File: src/rv_isa_pkg.sv
package rv_isa_pkg;

    // ************************************************************
    // widths
    // ************************************************************
    localparam int XLEN      = 32;  // RV32 word and address width
    localparam int REG_IDX_W = 5;   // 32 architectural registers
    localparam int OPCODE_W  = 7;   // major opcode, inst[6:0]

    // ************************************************************
    // opcode classes, values are the major opcode encodings
    // ************************************************************
    typedef enum logic [OPCODE_W-1:0] {
        OP_LUI     = 7'b0110111,
        OP_AUIPC   = 7'b0010111,
        OP_JAL     = 7'b1101111,
        OP_JALR    = 7'b1100111,
        OP_BRANCH  = 7'b1100011,
        OP_LOAD    = 7'b0000011,
        OP_STORE   = 7'b0100011,
        OP_IMM     = 7'b0010011,
        OP_REG     = 7'b0110011,
        OP_SYSTEM  = 7'b1110011,
        OP_ILLEGAL = 7'b0000000   // any encoding not listed above
    } rv_opcode_e;

    // immediate layouts of the base ISA
    typedef enum logic [2:0] {
        IMM_I,
        IMM_S,
        IMM_B,
        IMM_U,
        IMM_J,
        IMM_NONE   // register-register and illegal words
    } rv_imm_fmt_e;

endpackage

File: src/pipe_ctrl_pkg.sv
package pipe_ctrl_pkg;

    // ************************************************************
    // front end control types
    // ************************************************************

    // next pc source, picked by the hazard unit
    typedef enum logic [1:0] {
        PC_SEQ,     // pc + 4
        PC_BRANCH,  // taken branch or jal from execute
        PC_JALR     // jalr target, bit 0 cleared in pc_gen
    } pc_src_e;

    // IF/ID payload
    typedef struct packed {
        logic                           valid;
        logic [rv_isa_pkg::XLEN-1:0]    pc;
        logic [rv_isa_pkg::XLEN-1:0]    inst;
    } if_id_t;

endpackage

File: src/pipe_ctrl_if.sv
`timescale 1ns/10ps

interface pipe_ctrl_if;
    import pipe_ctrl_pkg::*;

    logic    stall_pc;     // hold the pc register
    logic    stall_if_id;  // hold IF/ID
    logic    flush_if_id;  // drop the word in IF/ID
    logic    flush_id_ex;  // load a bubble into ID/EX
    pc_src_e pc_src;

    modport ctrl (
        output stall_pc, stall_if_id, flush_if_id, flush_id_ex, pc_src
    );

    modport pc_gen (input stall_pc, pc_src);

    modport if_id (input stall_if_id, flush_if_id);

    modport decode (input flush_id_ex);

endinterface

File: src/pc_gen.sv
`timescale 1ns/10ps

module pc_gen #(
    parameter logic [rv_isa_pkg::XLEN-1:0] RESET_PC = '0
) (
    input  logic                        cpu_clk,
    input  logic                        reset_i,
    pipe_ctrl_if.pc_gen                 ctrl,
    input  logic [rv_isa_pkg::XLEN-1:0] branch_target_i,
    input  logic [rv_isa_pkg::XLEN-1:0] jalr_target_i,
    output logic [rv_isa_pkg::XLEN-1:0] pc_o
);
    import rv_isa_pkg::*;
    import pipe_ctrl_pkg::*;

    logic [XLEN-1:0] pc_q;
    logic [XLEN-1:0] pc_plus4;
    logic [XLEN-1:0] pc_next;

    assign pc_plus4 = pc_q + XLEN'(4);

    // ************************************************************
    // next pc select
    // ************************************************************
    always_comb begin
        case (ctrl.pc_src)
            PC_BRANCH: pc_next = branch_target_i;
            PC_JALR:   pc_next = {jalr_target_i[XLEN-1:1], 1'b0};  // jalr drops bit 0
            default:   pc_next = pc_plus4;
        endcase
    end

    // ************************************************************
    // pc register
    // ************************************************************
    always_ff @(posedge cpu_clk) begin
        if (reset_i) begin
            pc_q <= RESET_PC;
        end else if (!ctrl.stall_pc) begin
            pc_q <= pc_next;
        end
    end

    assign pc_o = pc_q;  // instruction memory answers in the same cycle

    // alignment relies on execute sending word-aligned targets
    pc_aligned_a: assert property (
        @(posedge cpu_clk) disable iff (reset_i)
        pc_o[1:0] == 2'b00
    ) else $error("pc_gen: misaligned pc %h", pc_o);

endmodule

File: src/hazard_unit.sv
`timescale 1ns/10ps

module hazard_unit (
    input  logic     inst_mem_hazard_i,
    input  logic     data_mem_hazard_i,
    input  logic     ex_take_branch_i,
    input  logic     ex_take_jalr_i,
    pipe_ctrl_if.ctrl ctrl
);
    import pipe_ctrl_pkg::*;

    always_comb begin
        // default is a free-running front end
        ctrl.pc_src      = PC_SEQ;
        ctrl.stall_pc    = 1'b0;
        ctrl.stall_if_id = 1'b0;
        ctrl.flush_if_id = 1'b0;
        ctrl.flush_id_ex = 1'b0;

        if (ex_take_jalr_i || ex_take_branch_i) begin
            // redirect kills both younger words, stalls are ignored
            ctrl.pc_src      = ex_take_jalr_i ? PC_JALR : PC_BRANCH;
            ctrl.flush_if_id = 1'b1;
            ctrl.flush_id_ex = 1'b1;
        end else if (data_mem_hazard_i) begin
            ctrl.stall_pc    = 1'b1;
            ctrl.stall_if_id = 1'b1;
            ctrl.flush_id_ex = 1'b1;  // bubble into execute
        end else if (inst_mem_hazard_i) begin
            ctrl.stall_pc    = 1'b1;
            ctrl.flush_if_id = 1'b1;  // fetched word not ready
        end
    end

    // execute resolves one control transfer per cycle
    redirect_onehot_a: assert final (
        $isunknown({ex_take_branch_i, ex_take_jalr_i}) ||
        !(ex_take_branch_i && ex_take_jalr_i)
    ) else $error("hazard_unit: branch and jalr redirect together");

endmodule

File: src/if_id_stage.sv
`timescale 1ns/10ps

module if_id_stage (
    input  logic                        cpu_clk,
    input  logic                        reset_i,
    pipe_ctrl_if.if_id                  ctrl,
    input  logic [rv_isa_pkg::XLEN-1:0] pc_i,
    input  logic [rv_isa_pkg::XLEN-1:0] inst_i,
    output pipe_ctrl_pkg::if_id_t       if_id_o
);
    import pipe_ctrl_pkg::*;

    if_id_t if_id_q;

    // ************************************************************
    // IF/ID register
    // ************************************************************
    always_ff @(posedge cpu_clk) begin
        if (reset_i) begin
            if_id_q.valid <= 1'b0;
        end else if (ctrl.flush_if_id) begin
            if_id_q.valid <= 1'b0;  // flush wins over stall
        end else if (!ctrl.stall_if_id) begin
            if_id_q <= '{valid: 1'b1, pc: pc_i, inst: inst_i};
        end
    end

    assign if_id_o = if_id_q;

    // a stalled stage keeps its word for the decode stage
    if_id_hold_a: assert property (
        @(posedge cpu_clk) disable iff (reset_i)
        (ctrl.stall_if_id && !ctrl.flush_if_id) |=> $stable(if_id_q)
    ) else $error("if_id_stage: register changed under stall");

endmodule

File: src/inst_decode.sv
`timescale 1ns/10ps

module inst_decode (
    input  logic                             cpu_clk,
    input  logic                             reset_i,
    pipe_ctrl_if.decode                      ctrl,
    input  pipe_ctrl_pkg::if_id_t            if_id_i,
    output logic                             id_valid_o,
    output logic [rv_isa_pkg::XLEN-1:0]      id_pc_o,
    output rv_isa_pkg::rv_opcode_e           id_opcode_o,
    output logic [rv_isa_pkg::REG_IDX_W-1:0] id_rd_o,
    output logic [rv_isa_pkg::REG_IDX_W-1:0] id_rs1_o,
    output logic [rv_isa_pkg::REG_IDX_W-1:0] id_rs2_o,
    output logic [rv_isa_pkg::XLEN-1:0]      id_imm_o
);
    import rv_isa_pkg::*;

    logic [XLEN-1:0] inst;
    rv_opcode_e      opcode_d;
    rv_imm_fmt_e     imm_fmt;
    logic [XLEN-1:0] imm_d;

    assign inst = if_id_i.inst;

    // ************************************************************
    // opcode class and immediate format
    // ************************************************************
    always_comb begin
        case (inst[OPCODE_W-1:0])
            OP_LUI:    opcode_d = OP_LUI;
            OP_AUIPC:  opcode_d = OP_AUIPC;
            OP_JAL:    opcode_d = OP_JAL;
            OP_JALR:   opcode_d = OP_JALR;
            OP_BRANCH: opcode_d = OP_BRANCH;
            OP_LOAD:   opcode_d = OP_LOAD;
            OP_STORE:  opcode_d = OP_STORE;
            OP_IMM:    opcode_d = OP_IMM;
            OP_REG:    opcode_d = OP_REG;
            OP_SYSTEM: opcode_d = OP_SYSTEM;
            default:   opcode_d = OP_ILLEGAL;
        endcase
    end

    always_comb begin
        case (opcode_d)
            OP_LUI, OP_AUIPC:                    imm_fmt = IMM_U;
            OP_JAL:                              imm_fmt = IMM_J;
            OP_BRANCH:                           imm_fmt = IMM_B;
            OP_STORE:                            imm_fmt = IMM_S;
            OP_JALR, OP_LOAD, OP_IMM, OP_SYSTEM: imm_fmt = IMM_I;
            default:                             imm_fmt = IMM_NONE;
        endcase
    end

    // sign-extended immediates, bit 31 is always the sign
    always_comb begin
        case (imm_fmt)
            IMM_I: imm_d = {{(XLEN-12){inst[31]}}, inst[31:20]};
            IMM_S: imm_d = {{(XLEN-12){inst[31]}}, inst[31:25], inst[11:7]};
            IMM_B: imm_d = {{(XLEN-12){inst[31]}}, inst[7], inst[30:25], inst[11:8], 1'b0};
            IMM_U: imm_d = {inst[31:12], 12'b0};
            IMM_J: imm_d = {{(XLEN-20){inst[31]}}, inst[19:12], inst[20], inst[30:21], 1'b0};
            default: imm_d = '0;
        endcase
    end

    // ************************************************************
    // ID/EX register
    // ************************************************************
    always_ff @(posedge cpu_clk) begin
        if (reset_i || ctrl.flush_id_ex) begin
            id_valid_o <= 1'b0;  // bubble
        end else begin
            id_valid_o <= if_id_i.valid;
        end
    end

    always_ff @(posedge cpu_clk) begin
        id_pc_o     <= if_id_i.pc;
        id_opcode_o <= opcode_d;
        id_rd_o     <= inst[11:7];
        id_rs1_o    <= inst[19:15];
        id_rs2_o    <= inst[24:20];
        id_imm_o    <= imm_d;
    end

    // upper immediates reach execute with a clean low part
    upper_imm_a: assert property (
        @(posedge cpu_clk) disable iff (reset_i)
        (if_id_i.valid && !ctrl.flush_id_ex && opcode_d inside {OP_LUI, OP_AUIPC})
            |=> id_imm_o[11:0] == 12'h000
    ) else $error("inst_decode: U-type immediate with low bits set");

endmodule

File: src/cpu_frontend.sv
`timescale 1ns/10ps

module cpu_frontend #(
    parameter logic [rv_isa_pkg::XLEN-1:0] RESET_PC = '0
) (
    input  logic                             cpu_clk,
    input  logic                             reset_i,

    // instruction memory
    output logic [rv_isa_pkg::XLEN-1:0]      pc_o,
    input  logic [rv_isa_pkg::XLEN-1:0]      inst_i,
    input  logic                             inst_mem_hazard_i,
    input  logic                             data_mem_hazard_i,

    // redirects from execute
    input  logic                             ex_take_branch_i,
    input  logic [rv_isa_pkg::XLEN-1:0]      ex_branch_target_i,
    input  logic                             ex_take_jalr_i,
    input  logic [rv_isa_pkg::XLEN-1:0]      ex_jalr_target_i,

    // ID/EX towards execute
    output logic                             id_valid_o,
    output logic [rv_isa_pkg::XLEN-1:0]      id_pc_o,
    output rv_isa_pkg::rv_opcode_e           id_opcode_o,
    output logic [rv_isa_pkg::REG_IDX_W-1:0] id_rd_o,
    output logic [rv_isa_pkg::REG_IDX_W-1:0] id_rs1_o,
    output logic [rv_isa_pkg::REG_IDX_W-1:0] id_rs2_o,
    output logic [rv_isa_pkg::XLEN-1:0]      id_imm_o
);
    import pipe_ctrl_pkg::*;

    if_id_t if_id;

    pipe_ctrl_if ctrl_if ();

    hazard_unit hazard_unit_inst (
        .inst_mem_hazard_i (inst_mem_hazard_i),
        .data_mem_hazard_i (data_mem_hazard_i),
        .ex_take_branch_i  (ex_take_branch_i),
        .ex_take_jalr_i    (ex_take_jalr_i),
        .ctrl              (ctrl_if.ctrl)
    );

    pc_gen #(
        .RESET_PC (RESET_PC)
    ) pc_gen_inst (
        .cpu_clk         (cpu_clk),
        .reset_i         (reset_i),
        .ctrl            (ctrl_if.pc_gen),
        .branch_target_i (ex_branch_target_i),
        .jalr_target_i   (ex_jalr_target_i),
        .pc_o            (pc_o)
    );

    if_id_stage if_id_stage_inst (
        .cpu_clk (cpu_clk),
        .reset_i (reset_i),
        .ctrl    (ctrl_if.if_id),
        .pc_i    (pc_o),
        .inst_i  (inst_i),
        .if_id_o (if_id)
    );

    inst_decode inst_decode_inst (
        .cpu_clk     (cpu_clk),
        .reset_i     (reset_i),
        .ctrl        (ctrl_if.decode),
        .if_id_i     (if_id),
        .id_valid_o  (id_valid_o),
        .id_pc_o     (id_pc_o),
        .id_opcode_o (id_opcode_o),
        .id_rd_o     (id_rd_o),
        .id_rs1_o    (id_rs1_o),
        .id_rs2_o    (id_rs2_o),
        .id_imm_o    (id_imm_o)
    );

endmodule

File: config.mk
export PLATFORM = sky130hd
export DESIGN_NAME = cpu_frontend
export DESIGN_NICKNAME = d
export VERILOG_FILES = /design/src/rv_isa_pkg.sv /design/src/pipe_ctrl_pkg.sv /design/src/pipe_ctrl_if.sv /design/src/pc_gen.sv /design/src/hazard_unit.sv /design/src/if_id_stage.sv /design/src/inst_decode.sv /design/src/cpu_frontend.sv
export SDC_FILE = /design/constraint.sdc
export NUM_CORES = 1
export LEC_CHECK = 0
export ABC_AREA = 1
export CAP_MARGIN = 20
export CORE_ASPECT_RATIO = 2
export CORE_UTILIZATION = 55
export CTS_CLUSTER_DIAMETER = 120
export DETAILED_ROUTE_END_ITERATION = 8
export DONT_BUFFER_PORTS = 1
export PLACE_DENSITY = 0.81
export RECOVER_POWER = 50
export REMOVE_ABC_BUFFERS = 1
export SETUP_SLACK_MARGIN = 0.15
export SLEW_MARGIN = 20
export SYNTH_ARGS = -nofsm -noshare
export SYNTH_HDL_FRONTEND = slang
export SYNTH_SLANG_ARGS = --single-unit
File: constraint.sdc
create_clock -name cpu_clk -period 7.2 [get_ports cpu_clk]
set_input_delay 1.44 -clock cpu_clk [delete_from_list [all_inputs] [get_ports cpu_clk]]
set_output_delay 1.44 -clock cpu_clk [all_outputs]
set_load 0.005 [all_outputs]
==> metrics.txt <==
outcome finished, violations left; failing checks capacitance limit, slew limit; sequential share of the synthesized area 64.1%; total power 0.00210 W; Worst EP arrival 4.27 ns; DRC viols 0; initial core utilization 56.7%; clock transition at the registers of the reported paths 0.07 ns; count leader, synth nand2_1; Synth Instances 685; gr usage total 25.7%; RSZ-0062 raised after global routing false; DRT iter0 DRCs 257; crit path max fanout 33; HPWL Detailed 11500 um; I/O pin cnt 221; Max Clock Freq 252 MHz; Static Leakage 2.86 nW; CP Launch Point ex_take_jalr_i; area leader, netlist dfxtp_1; Vias 4847; CTS sink cnt 183; CP startpoint kind input pin; simple logic cell fraction of the synthesized area 18.0%; fraction of registers with async set/reset 0%; Synth Warn # 0; top cell type's share of synthesized area 35.5%; Worst-Margin Slew 1.50 ns; Die ar. 0.0127 mm^2; total grt overflow 0; Placer Congestion 0.934; period utilization 55.2%; initial antenna violation count 0; WP buf/inv 3; Root Driver clkbuf_16; largest family of logic cells by synthesized area simple AND/OR/NAND/NOR gates; Worst Setup End Kind flop; CP peak stage delay 1.09 ns; Min Clock Period, post-route 3.97 ns; final hold slack 0.342 ns; H-Tree Depth 4; Rel. slew slack -0.231%; worst vdd ir 0.000221 V; cts repair resizes 0; I/O Buffers 0; Core Box Area 0.0118 mm^2; routed len/inst 18.9 um; Synth-to-Final Area Change 9.46%; CP max-delay cell clkbuf_1; xor/xnor share of the synthesized area 1.17%; min-delay worst type reg -> reg; Fin Setup TNS 0 ns; CTS tree done; Ant. Diodes 0; Required @ worst endpoint 7.50 ns; largest net degree at the start of global routing 66; Mapped Area 0.00672 mm^2; Via density 5.78; Power per Cell Area 285 mW/mm^2; Clock Path Buffers 2; Site Rows 56; First-pass DRT Iterations 5; CP Cell Sequence nor2_2 -> clkbuf_1 -> inv_1 -> nor2_4 -> inv_2 -> o21ai_0 -> a21oi_1; Hold Vio Cnt, Final 0; Hold Crit Start if_id_stage_inst.if_id_o[52]; vias in the first global route 4625; FF-to-FF Start if_id_stage_inst.if_id_o[4]; EDFF count, synth 64; post-synthesis adder-cell area fraction 0.186%; Cell variety after synth 38; Primary FF master, synth dfxtp_1; Die Y 158 um; Post-synth top cells nand2_1 (162), dfxtp_1 (119), nor2_1 (68), edfxtp_1 (64), inv_1 (48); cell family with most CP delay buffers and inverters; placed cell count 807; clock skew 0.0138 ns; top post-synthesis cells by area dfxtp_1 (35%), edfxtp_1 (29%), nand2_1 (9.1%); share of cells above drive strength 1 8.21%; later-pin clock latency in the skew report 0.42 ns; max capacitance violation total 1; mux share of post-synthesis cell area 0%; DIE WIDTH 80.1 um; Cell Count, Final, Fillers Out 839; first-pass GRT wire length 23700 um; total wire length 15900 um; Max Slew Vio Count 32; post-route ant nets 0; final setup violation count 0; Post-CTS Setup Bufs 0; crit path kind in -> reg; Synth Area in Compound Gates 11.8%; Num CTS Buffers 17; nets 784; Hold Buf Count CTS 0; Yosys reg bits 183; Mapped Avg Cell Area 9.81 um^2
-- worst paths after layout --
check / to / slack (ns) / cells after the start
worst max-delay path: pc_gen_inst.pc_o[16] / 3.23 / 7
worst min-delay path: inst_decode_inst.id_pc_o[20] / 0.34 / 0
worst max register to register: inst_decode_inst.id_imm_o[26] / 5.05 / 7
worst min register to register: inst_decode_inst.id_pc_o[20] / 0.34 / 0
-- flip-flops by register name, indices dropped and copies added (netlist names), 5 cells and up --
name	flops
if_id_stage_inst.if_id_o	65
inst_decode_inst.id_imm_o	32
inst_decode_inst.id_opcode_o	6
inst_decode_inst.id_pc_o	32
inst_decode_inst.id_rd_o	5
inst_decode_inst.id_rs1_o	5
inst_decode_inst.id_rs2_o	5
pc_gen_inst.pc_o	32
-- power by group --
| part | switching, W | internal (W) |
|---|---|---|
| combinational | 0.0000433 | 0.0000258 |
| sequential | 0.0000375 | 0.00110 |
| clock | 0.000428 | 0.000465 |
-- metrics by stage --
| stage | util, % | cell area, um^2 | setup WS (ns) |
|---|---|---|---|
| 2_1_floorplan | - | 6600 | -0.0797 |
| 3_3_place_gp | 57.4 | 6800 | 3.94 |
| 3_5_place_dp | 57.4 | 6800 | 3.88 |
| 4_1_cts | 62.4 | 7380 | 4.31 |
| 5_1_grt | 62.1 | 7350 | 2.95 |
| 6_report | 62.1 | 7350 | 3.23 |
-- cell families (layout without fill, tap and decap cells) --
group,after synthesis,count (layout)
AND/OR/NAND/NOR,287,287
flip-flops,183,183
AO/OA/AOI/OAI,126,126
buffers and inverters,79,88
XOR/XNOR,9,9
adder cells (fa/ha/maj),1,1
-- per-layer routing --
layer | up-vias | share of wire, % | GRT usage, %
met5 | - | 0 | 0
met4 | 0 | 4.4 | 15.0
met3 | 44 | 7.9 | 8.37
met2 | 290 | 55 | 47.3
met1 | 2200 | 33 | 24.0
li1 | 2313 | - | -
-- cells in the final DEF, fill, tap and decap left out, types with 4 or more instances in the layout --
| cell type | n |
|---|---|
| nand2_1 | 163 |
| dfxtp_1 | 119 |
| nor2_1 | 68 |
| edfxtp_1 | 64 |
| inv_1 | 51 |
| o21ai_0 | 43 |
| a21oi_1 | 35 |
| nand3_1 | 29 |
| a221oi_1 | 23 |
| clkbuf_16 | 17 |
| nor3_1 | 12 |
| a31o_2 | 7 |
| xor2_1 | 7 |
| a31oi_1 | 7 |
| nor2_2 | 5 |
| a22oi_1 | 4 |
| or2_2 | 4 |
| clkinv_4 | 4 |
| inv_8 | 4 |
-- area by class of cell --
cell class	instances	area [um^2]
Fill cell	950	4490
Sequential cell	183	4300
Multi-Input combinational cell	423	2070
Clock buffer	17	425
Inverter	54	204
Tap cell	145	181
Clock inverter	15	160
Timing Repair Buffer	2	11.3
No activity file was read; power rests on OpenSTA's default activity.
